$ cat config.mk
export PLATFORM = sky130hd
export DESIGN_NAME = digit_overlay_top
export DESIGN_NICKNAME = d
export VERILOG_FILES = /design/src/hw/digit_overlay_pkg.sv /design/src/hw/raster_if.sv /design/src/hw/cam_binarizer.sv /design/src/hw/digit_overlay_top.sv /design/src/hw/overlay_renderer.sv /design/src/hw/video_timing.sv
export SDC_FILE = /design/constraint.sdc
export NUM_CORES = 2
export LEC_CHECK = 0
export ABC_CLOCK_PERIOD_IN_PS = 4600
export BUFFER_PORTS_ARGS = -buffer_cell sky130_fd_sc_hd__buf_2
export CORE_ASPECT_RATIO = 1.5
export CORE_UTILIZATION = 62
export CTS_CLUSTER_SIZE = 24
export DETAILED_ROUTE_END_ITERATION = 12
export GPL_ROUTABILITY_DRIVEN = 0
export PLACE_DENSITY = 0.78
export SLEW_MARGIN = 20
export SYNTH_ARGS = -nofsm -noshare
export SYNTH_HDL_FRONTEND = slang
export SYNTH_SLANG_ARGS = --single-unit
export TNS_END_PERCENT = 1
$ cat constraint.sdc
create_clock -name video_clk -period 4.6 [get_ports video_clk]
set_input_delay 0.23 -clock video_clk [delete_from_list [all_inputs] [get_ports video_clk]]
set_output_delay 0.23 -clock video_clk [all_outputs]
set_load 0.01 [all_outputs]
$ cat src/hw/digit_overlay_pkg.sv
`default_nettype none

package digit_overlay_pkg;

    // ----------------------------------------------------------------------
    // display mode
    // ----------------------------------------------------------------------
    localparam int H_ACTIVE = 160;           // visible pixels per line
    localparam int H_FRONT  = 8;             // front porch, pixels
    localparam int H_SYNC   = 16;            // hs pulse width
    localparam int H_TOTAL  = 200;           // full line incl. back porch

    localparam int V_ACTIVE = 120;           // visible lines
    localparam int V_FRONT  = 4;             // front porch, lines
    localparam int V_SYNC   = 4;             // vs pulse width
    localparam int V_TOTAL  = 140;           // full frame

    // ----------------------------------------------------------------------
    // camera sampling grid
    // ----------------------------------------------------------------------
    localparam int GRID_SIZE       = 28;     // image side in cells
    localparam int GRID_BITS       = 784;    // 28 x 28
    localparam int CAM_DECIM_SHIFT = 3;      // every 8th pixel and line
    localparam int BIN_THRESHOLD   = 30;     // dark when r+g+b below this

    // ----------------------------------------------------------------------
    // overlay placement
    // ----------------------------------------------------------------------
    localparam int CELL_SHIFT  = 2;          // image cell is 4x4 pixels
    localparam int BIN_X0      = 8;          // image origin, in image cells
    localparam int BIN_Y0      = 2;
    localparam int CLASS_SHIFT = 3;          // class cell is 8x8 pixels
    localparam int CLASS_X0    = 8;          // bar origin, in class cells
    localparam int CLASS_Y0    = 13;
    localparam int NUM_CLASSES = 10;         // digits 0..9
    localparam int COORD_W     = 8;          // raster x/y width

    typedef logic [15:0]        pixel_t;     // rgb565, r in [15:11]
    typedef logic [COORD_W-1:0] coord_t;

    // source of the current output pixel
    typedef enum logic [1:0] {
        REGION_NONE  = 2'd0,                 // blanking
        REGION_BIN   = 2'd1,                 // magnified binary image
        REGION_CLASS = 2'd2,                 // class indicator bar
        REGION_BACK  = 2'd3                  // gradient background
    } region_e;

endpackage

`default_nettype wire

$ cat src/hw/raster_if.sv
`timescale 1ns/1ps
`default_nettype none

// free running raster, one position per video_clk
interface raster_if import digit_overlay_pkg::*; ();

    logic   hs;                              // horizontal sync, active high
    logic   vs;                              // vertical sync, active high
    logic   de;                              // active area
    coord_t x;                               // pixel column
    coord_t y;                               // line number

    modport src (
        output hs, vs, de, x, y
    );

    modport dst (
        input  hs, vs, de, x, y
    );

endinterface

`default_nettype wire

$ cat src/hw/cam_binarizer.sv
`timescale 1ns/1ps
`default_nettype none

module cam_binarizer import digit_overlay_pkg::*; (
    input  logic                 video_clk,
    input  logic                 rst_n,
    input  logic                 cam_vsync,  // frame blank, active high
    input  logic                 cam_href,   // line active
    input  logic                 cam_valid,  // pixel strobe
    input  pixel_t               cam_data,   // rgb565 word
    output logic [GRID_BITS-1:0] bin_img     // latched binary image
);

    logic [9:0]           col_cnt;           // camera column, 240 max
    logic [9:0]           row_cnt;           // camera line
    logic                 href_d;            // for falling edge detect
    logic                 href_fall;
    logic [7:0]           chan_sum;          // r + g + b fields
    logic                 pix_bit;           // 1 = dark sample
    logic                 col_hit;
    logic                 row_hit;
    logic                 take_sample;
    logic [GRID_BITS-1:0] bin_shr;           // image under construction

    // ----------------------------------------------------------------------
    // camera position
    // ----------------------------------------------------------------------
    assign href_fall = href_d && !cam_href;

    always_ff @(posedge video_clk or negedge rst_n) begin
        if (!rst_n) begin
            href_d  <= 1'b0;
            col_cnt <= '0;
            row_cnt <= '0;
        end else begin
            href_d <= cam_href;

            if (!cam_href) begin
                col_cnt <= '0;               // between lines
            end else if (cam_valid) begin
                col_cnt <= col_cnt + 1'b1;
            end

            if (cam_vsync) begin
                row_cnt <= '0;               // new frame
            end else if (href_fall) begin
                row_cnt <= row_cnt + 1'b1;   // line done
            end
        end
    end

    // ----------------------------------------------------------------------
    // decimation and threshold
    // ----------------------------------------------------------------------
    // grid point when low bits are zero and the quotient stays inside 28
    assign col_hit = (col_cnt[CAM_DECIM_SHIFT-1:0] == '0) &&
                     ((col_cnt >> CAM_DECIM_SHIFT) < 10'(GRID_SIZE));
    assign row_hit = (row_cnt[CAM_DECIM_SHIFT-1:0] == '0) &&
                     ((row_cnt >> CAM_DECIM_SHIFT) < 10'(GRID_SIZE));

    assign take_sample = cam_href && cam_valid && col_hit && row_hit;

    // plain field sum, green is not rescaled
    assign chan_sum = 8'(cam_data[15:11]) + 8'(cam_data[10:5]) + 8'(cam_data[4:0]);
    assign pix_bit  = (chan_sum < 8'(BIN_THRESHOLD));

    // ----------------------------------------------------------------------
    // shift register and frame latch
    // ----------------------------------------------------------------------
    always_ff @(posedge video_clk or negedge rst_n) begin
        if (!rst_n) begin
            bin_shr <= '0;
            bin_img <= '0;
        end else begin
            if (take_sample) begin
                // new bit at the top, first sample ends in bit 0
                bin_shr <= {pix_bit, bin_shr[GRID_BITS-1:1]};
            end
            if (cam_vsync) begin
                bin_img <= bin_shr;          // stable copy for the display
            end
        end
    end

endmodule

`default_nettype wire

$ cat src/hw/digit_overlay_top.sv
`timescale 1ns/1ps
`default_nettype none

module digit_overlay_top import digit_overlay_pkg::*; (
    input  logic                   video_clk,
    input  logic                   rst_n,
    // camera side, words already merged
    input  logic                   cam_vsync,
    input  logic                   cam_href,
    input  logic                   cam_valid,
    input  pixel_t                 cam_data,
    // classifier result
    input  logic [NUM_CLASSES-1:0] class_vec,
    // display side
    output logic                   vid_hs,
    output logic                   vid_vs,
    output logic                   vid_de,
    output logic [7:0]             vid_r,
    output logic [7:0]             vid_g,
    output logic [7:0]             vid_b
);

    logic [GRID_BITS-1:0] bin_img;           // latched 28x28 image

    raster_if rast ();                       // timing to renderer

    // ----------------------------------------------------------------------
    // display raster
    // ----------------------------------------------------------------------
    video_timing video_timing_inst (
        .video_clk (video_clk),
        .rst_n     (rst_n),
        .rast      (rast.src)
    );

    // ----------------------------------------------------------------------
    // camera sampling
    // ----------------------------------------------------------------------
    cam_binarizer cam_binarizer_inst (
        .video_clk (video_clk),
        .rst_n     (rst_n),
        .cam_vsync (cam_vsync),
        .cam_href  (cam_href),
        .cam_valid (cam_valid),
        .cam_data  (cam_data),
        .bin_img   (bin_img)
    );

    // ----------------------------------------------------------------------
    // overlay, two cycles behind the raster
    // ----------------------------------------------------------------------
    overlay_renderer overlay_renderer_inst (
        .video_clk (video_clk),
        .rst_n     (rst_n),
        .rast      (rast.dst),
        .bin_img   (bin_img),
        .class_vec (class_vec),
        .vid_hs    (vid_hs),
        .vid_vs    (vid_vs),
        .vid_de    (vid_de),
        .vid_r     (vid_r),
        .vid_g     (vid_g),
        .vid_b     (vid_b)
    );

endmodule

`default_nettype wire

$ cat src/hw/overlay_renderer.sv
`timescale 1ns/1ps
`default_nettype none

module overlay_renderer import digit_overlay_pkg::*; (
    input  logic                   video_clk,
    input  logic                   rst_n,
    raster_if.dst                  rast,
    input  logic [GRID_BITS-1:0]   bin_img,   // row*28+col per cell
    input  logic [NUM_CLASSES-1:0] class_vec, // one-hot-ish classifier result
    output logic                   vid_hs,
    output logic                   vid_vs,
    output logic                   vid_de,
    output logic [7:0]             vid_r,
    output logic [7:0]             vid_g,
    output logic [7:0]             vid_b
);

    coord_t  cell_x;                         // image cell column
    coord_t  cell_y;
    coord_t  ccell_x;                        // class cell column
    coord_t  ccell_y;
    coord_t  bin_col;                        // cell inside the image
    coord_t  bin_row;
    logic    in_bin;
    logic    in_cls;
    logic [9:0] img_idx;                     // 784 cells fit 10 bits
    logic [3:0] cls_idx;                     // 0..9
    region_e region_d;
    logic    bit_d;

    region_e region_q;                       // stage one results
    logic    bit_q;
    coord_t  x_q;
    coord_t  y_q;
    logic    hs_q;
    logic    vs_q;
    logic    de_q;

    // ----------------------------------------------------------------------
    // region lookup
    // ----------------------------------------------------------------------
    assign cell_x  = rast.x >> CELL_SHIFT;
    assign cell_y  = rast.y >> CELL_SHIFT;
    assign ccell_x = rast.x >> CLASS_SHIFT;
    assign ccell_y = rast.y >> CLASS_SHIFT;

    assign in_bin = (cell_x >= COORD_W'(BIN_X0)) &&
                    (cell_x <  COORD_W'(BIN_X0 + GRID_SIZE)) &&
                    (cell_y >= COORD_W'(BIN_Y0)) &&
                    (cell_y <  COORD_W'(BIN_Y0 + GRID_SIZE));

    assign in_cls = (ccell_x >= COORD_W'(CLASS_X0)) &&
                    (ccell_x <  COORD_W'(CLASS_X0 + NUM_CLASSES)) &&
                    (ccell_y == COORD_W'(CLASS_Y0));   // single row bar

    assign bin_col = cell_x - COORD_W'(BIN_X0);
    assign bin_row = cell_y - COORD_W'(BIN_Y0);
    assign img_idx = 10'(bin_row) * 10'(GRID_SIZE) + 10'(bin_col);
    assign cls_idx = 4'(ccell_x - COORD_W'(CLASS_X0));

    // image wins over the bar, bar over the background
    always_comb begin
        region_d = REGION_NONE;
        bit_d    = 1'b0;
        if (rast.de) begin
            if (in_bin) begin
                region_d = REGION_BIN;
                bit_d    = bin_img[img_idx];
            end else if (in_cls) begin
                region_d = REGION_CLASS;
                bit_d    = class_vec[cls_idx];
            end else begin
                region_d = REGION_BACK;
            end
        end
    end

    // ----------------------------------------------------------------------
    // stage one
    // ----------------------------------------------------------------------
    always_ff @(posedge video_clk or negedge rst_n) begin
        if (!rst_n) begin
            region_q <= REGION_NONE;
            hs_q     <= 1'b0;
            vs_q     <= 1'b0;
            de_q     <= 1'b0;
        end else begin
            region_q <= region_d;
            hs_q     <= rast.hs;
            vs_q     <= rast.vs;
            de_q     <= rast.de;
        end
    end

    always_ff @(posedge video_clk) begin
        bit_q <= bit_d;                      // fetched image or class bit
        x_q   <= rast.x;                     // for the gradient
        y_q   <= rast.y;
    end

    // ----------------------------------------------------------------------
    // stage two, colour and aligned sync
    // ----------------------------------------------------------------------
    always_ff @(posedge video_clk or negedge rst_n) begin
        if (!rst_n) begin
            vid_hs <= 1'b0;
            vid_vs <= 1'b0;
            vid_de <= 1'b0;
            vid_r  <= '0;
            vid_g  <= '0;
            vid_b  <= '0;
        end else begin
            vid_hs <= hs_q;
            vid_vs <= vs_q;
            vid_de <= de_q;
            case (region_q)
                REGION_BIN, REGION_CLASS: begin
                    vid_r <= {8{bit_q}};     // white or black
                    vid_g <= {8{bit_q}};
                    vid_b <= {8{bit_q}};
                end
                REGION_BACK: begin
                    vid_r <= x_q;            // horizontal ramp
                    vid_g <= y_q;            // vertical ramp
                    vid_b <= 8'hff;
                end
                default: begin
                    vid_r <= '0;             // blanking stays black
                    vid_g <= '0;
                    vid_b <= '0;
                end
            endcase
        end
    end

endmodule

`default_nettype wire

$ cat src/hw/video_timing.sv
`timescale 1ns/1ps
`default_nettype none

module video_timing import digit_overlay_pkg::*; (
    input  logic      video_clk,
    input  logic      rst_n,
    raster_if.src     rast
);

    coord_t h_cnt;                           // 0 .. H_TOTAL-1
    coord_t v_cnt;                           // 0 .. V_TOTAL-1
    logic   h_last;                          // last pixel of a line
    logic   v_last;                          // last line of a frame
    logic   hs_nxt;
    logic   vs_nxt;
    logic   de_nxt;

    // ----------------------------------------------------------------------
    // counters
    // ----------------------------------------------------------------------
    assign h_last = (h_cnt == COORD_W'(H_TOTAL - 1));
    assign v_last = (v_cnt == COORD_W'(V_TOTAL - 1));

    always_ff @(posedge video_clk or negedge rst_n) begin
        if (!rst_n) begin
            h_cnt <= '0;
            v_cnt <= '0;
        end else begin
            if (h_last) begin
                h_cnt <= '0;                 // wrap line
                if (v_last) begin
                    v_cnt <= '0;             // wrap frame
                end else begin
                    v_cnt <= v_cnt + 1'b1;
                end
            end else begin
                h_cnt <= h_cnt + 1'b1;
            end
        end
    end

    // ----------------------------------------------------------------------
    // sync decode
    // ----------------------------------------------------------------------
    // sync pulse sits right after the front porch, back porch fills the rest
    assign hs_nxt = (h_cnt >= COORD_W'(H_ACTIVE + H_FRONT)) &&
                    (h_cnt <  COORD_W'(H_ACTIVE + H_FRONT + H_SYNC));
    assign vs_nxt = (v_cnt >= COORD_W'(V_ACTIVE + V_FRONT)) &&
                    (v_cnt <  COORD_W'(V_ACTIVE + V_FRONT + V_SYNC));
    assign de_nxt = (h_cnt <  COORD_W'(H_ACTIVE)) &&
                    (v_cnt <  COORD_W'(V_ACTIVE));

    // registered outputs, coordinates travel with their sync
    always_ff @(posedge video_clk or negedge rst_n) begin
        if (!rst_n) begin
            rast.hs <= 1'b0;
            rast.vs <= 1'b0;
            rast.de <= 1'b0;
            rast.x  <= '0;
            rast.y  <= '0;
        end else begin
            rast.hs <= hs_nxt;
            rast.vs <= vs_nxt;
            rast.de <= de_nxt;
            rast.x  <= h_cnt;                // same position as the sync flags
            rast.y  <= v_cnt;
        end
    end

endmodule

`default_nettype wire

==> results <==
- In this run the top signal layer used is met4.
- The total of max-cap violations is 0.
- The first detailed-routing pass took 5 iterations.
- IR analysis of the VDD net gives a maximum drop of 0.328 mV.
- Clock-pin slew was measured on the worst setup and hold paths at 60 ps.
- In this run the tool buffered the top-level ports with 57 buffer cells.
- On the worst path, the slowest cell contributes a delay of 510 ps.
- Counting both buffers and inverters, the worst setup path holds a total of 2.
- Power comes to approximately 29,000 uW.
- Setup repair after global routing left no endpoint under its margin.
- Of the available clock period, the critical path in the final layout requires 0.943.
- The die area is 113,000 um^2.
- The total number of vias is 35,047.
- The startpoint identified for the worst register-to-register timing path is video_timing_inst.rast.y[4].
- After detailed routing, the number of remaining DRC violations is 0.
- The number of cells after detailed placement is 5,582.
- The clock reaches the later pin of the worst-skew pair after 780 ps.
- For the pin with the worst max-slew slack, the measured transition is 973 ps.
- The initialized floorplan defines around 150 standard-cell rows.
- After detailed routing, the met3 layer carries 3.57 mm of wire.
- The most numerous cell on the critical path is ha_1.
- The register bit total from synthesis is 1,666.
- The total of warnings raised by yosys is 0.
- In this run the vertical extent of the chip is 411 um.
- The proportion of synthesized flip-flops having asynchronous set or reset is 0.990.
- The final global-route overflow total is 0.
- The worst setup path is captured at a register.
- The required time at the worst-slack endpoint is 5310 ps.
- The worst register-to-register path has a depth of 16.
- The starting DRC count in detailed routing is between 2,000 and 2,500.
- Data on the critical path arrives at its endpoint at 5050 ps.
- The slowest stage of the critical path belongs to the cell or3b_2.
- The final total negative setup slack is 0 ps.
- The netlist uses 78 different library cells.
- After technology mapping, the gate count stands at 4,261.
- The cell family contributing the most delay on the critical path is adder cells.
- The clock passes through at most 3 buffers.
- The core box area is ~110,000 um^2.
- The reported leakage power is around 0.038 uW.
- The total power density per cell area is 379 nW/um^2.
- A synthesized cell averages 16.3 um^2.
- Of the synthesized area, sequential elements account for 0.601.
- The clock period minus final worst setup slack is 4340 ps.
- Final hold analysis gives a worst-case slack of 45.6 ps.
- The critical path launch point type is a register.
- The count of clock tree sinks is about 1,700.
- The via count of the first global-routing pass is 37,974.
- Along the worst path, the maximum fanout reaches 8.
- Summed over all instances, the cell type with the most area after synthesis is dfrtp_1.
- After synthesis the cells add up to roughly 69,000 um^2.
- Traced cell by cell, the critical path runs through inv_1 > ha_1 > or3b_2 > xor2_2 > fa_1 > inv_1 > ha_1 > xnor2_1 > ha_1 > a21oi_1 > o21ai_0 > xor2_1 > a311o_1 > nor4b_1 > o211ai_1 > nand4_1.
- The TritonCTS clock tree is done.
- In the final routed layout, each cell accounts on average for ~22 um.
- The layout cell share with drive strength beyond 1 is 0.485.
- The half-perimeter wire length after placement is 82.5 mm.
- The flow ran to the end, and the final reports show no timing, DRC or antenna violations.
- Wires add up to approximately 130 mm.
- The total number of H-tree levels is 4.
- For this configuration, the core starts out at a cell density of 0.628.
- The path class of the tightest hold or removal check is input port to async pin.
- Setup violations remaining at the end of the flow were counted as 0.
- The library cells used most frequently in the layout, excluding fill and tap cells, are 1,647 x dfrtp_1, 1,571 x mux2_2, 155 x clkbuf_16.
- Once detail routing completed, the nets flagged for antenna violations numbered 0.
- The finished layout holds between 5,000 and 6,000 standard cells, fillers aside.
- The sequential cells in the finished layout cover a total of 41,600 um^2.
- In this run the tightest slew margin relative to its limit is 0.351.
- The number of synthesized flops with an enable pin is 0.
- The number of buffers added for setup after CTS is 0.
- The critical path in this run is classified as register to register.
- Relative to the synthesized area, the layout overhead comes to 10.5%.
- The average via count per standard cell is ~6.
- In this run the critical register-to-register path is captured at overlay_renderer_inst.bit_q.
- The number of primary I/O pins is 58.
- The multi-input combinational cells in the finished layout cover a total of 26,200 um^2.
- The final hold violation count is 0.
- By area the synthesized netlist is led by dfrtp_1 60%, mux2_2 26%, mux4_2 5.0%.
- The final-layout fill cell count is 7,186.
- CTS placed an instance of clkbuf_16 at the clock tree root.
- In the global route stage, overall resource usage came out at 0.240.
- The total clock buffers created by CTS is 150.
- At the end of the flow, the number of nets in the layout was ~4,400.
- The post-route met1 wirelength is approximately 53 mm.
- The clock skew is 24.7 ps.
- The pin count of the biggest net entering global routing is 149.
- The number of nets handed over by synthesis was 4,334.
- The number of antenna violations at the first check in global routing is 0.
- The fraction of post-synthesis cell area in the top cell type by area is 0.596.
- The leading cell type in the layout, fill and taps excluded is dfrtp_1.
- The core utilization of the finished layout is 0.693.
- The number of pins with negative max-slew slack in the final report is 0.
- Summed over all nets, wire length on met2 after detailed routing comes to 67.9 mm.
- The leading register cell type out of synthesis is dfrtp_1.
- Based on the critical path, the design can be clocked at up to 230 MHz.
- For flop-to-flop paths, the worst setup slack is about 260 ps.
- The wire length of the first global-routing pass is 213 mm.
- The horizontal extent of the die is between 200 and 300 um.
what timing repair did:
item,CTS,global route
resized for setup,0,3
endpoints found under the setup margin,0,1
hold buffers,7,0
hold endpoints to repair,146,0
cells by family after synthesis:
logic type,after synthesis,synth area share
muxes,1814,0.329
DFF,1666,0.601
buffers and inverters,295,0.0223
and+or+nand+nor,224,0.0164
AOI/OAI and AO/OA,170,0.0171
xor gates and xnor gates,50,0.00654
adders and majority gates,42,0.00835
how the worst max path moves through the flow:
stage                                             end                   startpoint  cells after the start  slack, ps
after global routing      overlay_renderer_inst.bit_q  video_timing_inst.rast.y[4]                     16       0.06
after floorplan           overlay_renderer_inst.bit_q  video_timing_inst.rast.y[3]                     16        680
after detailed placement  overlay_renderer_inst.bit_q  video_timing_inst.rast.y[4]                     15        300
after global placement    overlay_renderer_inst.bit_q  video_timing_inst.rast.y[4]                     16        330
after CTS                 overlay_renderer_inst.bit_q  video_timing_inst.rast.y[3]                     17        280
final                     overlay_renderer_inst.bit_q  video_timing_inst.rast.y[4]                     16        260
layout make-up:
type	count	share of cell area
repair buffers	160	0.0213
well taps	1434	0.0234
diodes	1	0.0000327
inverters	29	0.00142
flip-flops and latches	1666	0.544
clock inverters	58	0.0110
multi-input cells	2300	0.342
clock buffers	208	0.0567
Yosys cell counts (13+ instances only):
| cell | n |
|---|---|
| a21oi_1 | 35 |
| a22oi_1 | 35 |
| buf_2 | 27 |
| buf_6 | 23 |
| clkbuf_1 | 184 |
| dfrtp_1 | 1649 |
| dfxtp_1 | 17 |
| ha_1 | 35 |
| inv_1 | 28 |
| mux2_2 | 1571 |
| mux2i_1 | 45 |
| mux4_1 | 44 |
| mux4_2 | 154 |
| nand2_1 | 55 |
| nand3_1 | 20 |
| nand4_1 | 16 |
| nor2_1 | 45 |
| nor2b_1 | 14 |
| nor3_1 | 16 |
| nor4_1 | 13 |
| o21a_1 | 17 |
| o21ai_0 | 23 |
| xnor2_1 | 23 |
| xor2_1 | 25 |
per-layer routing:
metal,track usage,up-vias
met5,0,-
met4,0.0759,0
met3,0.0335,195
met2,0.411,406
met1,0.318,18801
li1,-,15645
sequential cells by signal, indices dropped and copies added, names as in the netlist, 2 cells and up:
| signal | flops |
|---|---|
| overlay_renderer_inst.x_q | 8 |
| video_timing_inst.rast.y | 8 |
| overlay_renderer_inst.vid_r | 8 |
| cam_binarizer_inst.bin_shr | 784 |
| video_timing_inst.v_cnt | 8 |
| cam_binarizer_inst.row_cnt | 10 |
| video_timing_inst.h_cnt | 8 |
| cam_binarizer_inst.bin_img | 784 |
| overlay_renderer_inst.y_q | 8 |
| overlay_renderer_inst.vid_g | 8 |
| overlay_renderer_inst.region_q | 2 |
| video_timing_inst.rast.x | 8 |
| cam_binarizer_inst.col_cnt | 10 |
through the flow:
| stage | area [um^2] | worst slack [ps] |
|---|---|---|
| global route | 76500 | 0.0600 |
| global placement | 71200 | 333 |
| finish | 76500 | 260 |
| floorplan | 69300 | 682 |
| detailed placement | 71200 | 299 |
| CTS | 76500 | 277 |
report_power, final:
group          total, uW  internal (uW)  leakage (uW)  switching, uW
Combinational       1160            449        0.0128            716
Clock              13100           7680       0.00255           5420
Sequential         14800          14700        0.0231           45.5
Note: power is estimated with default switching activity, not from simulation.
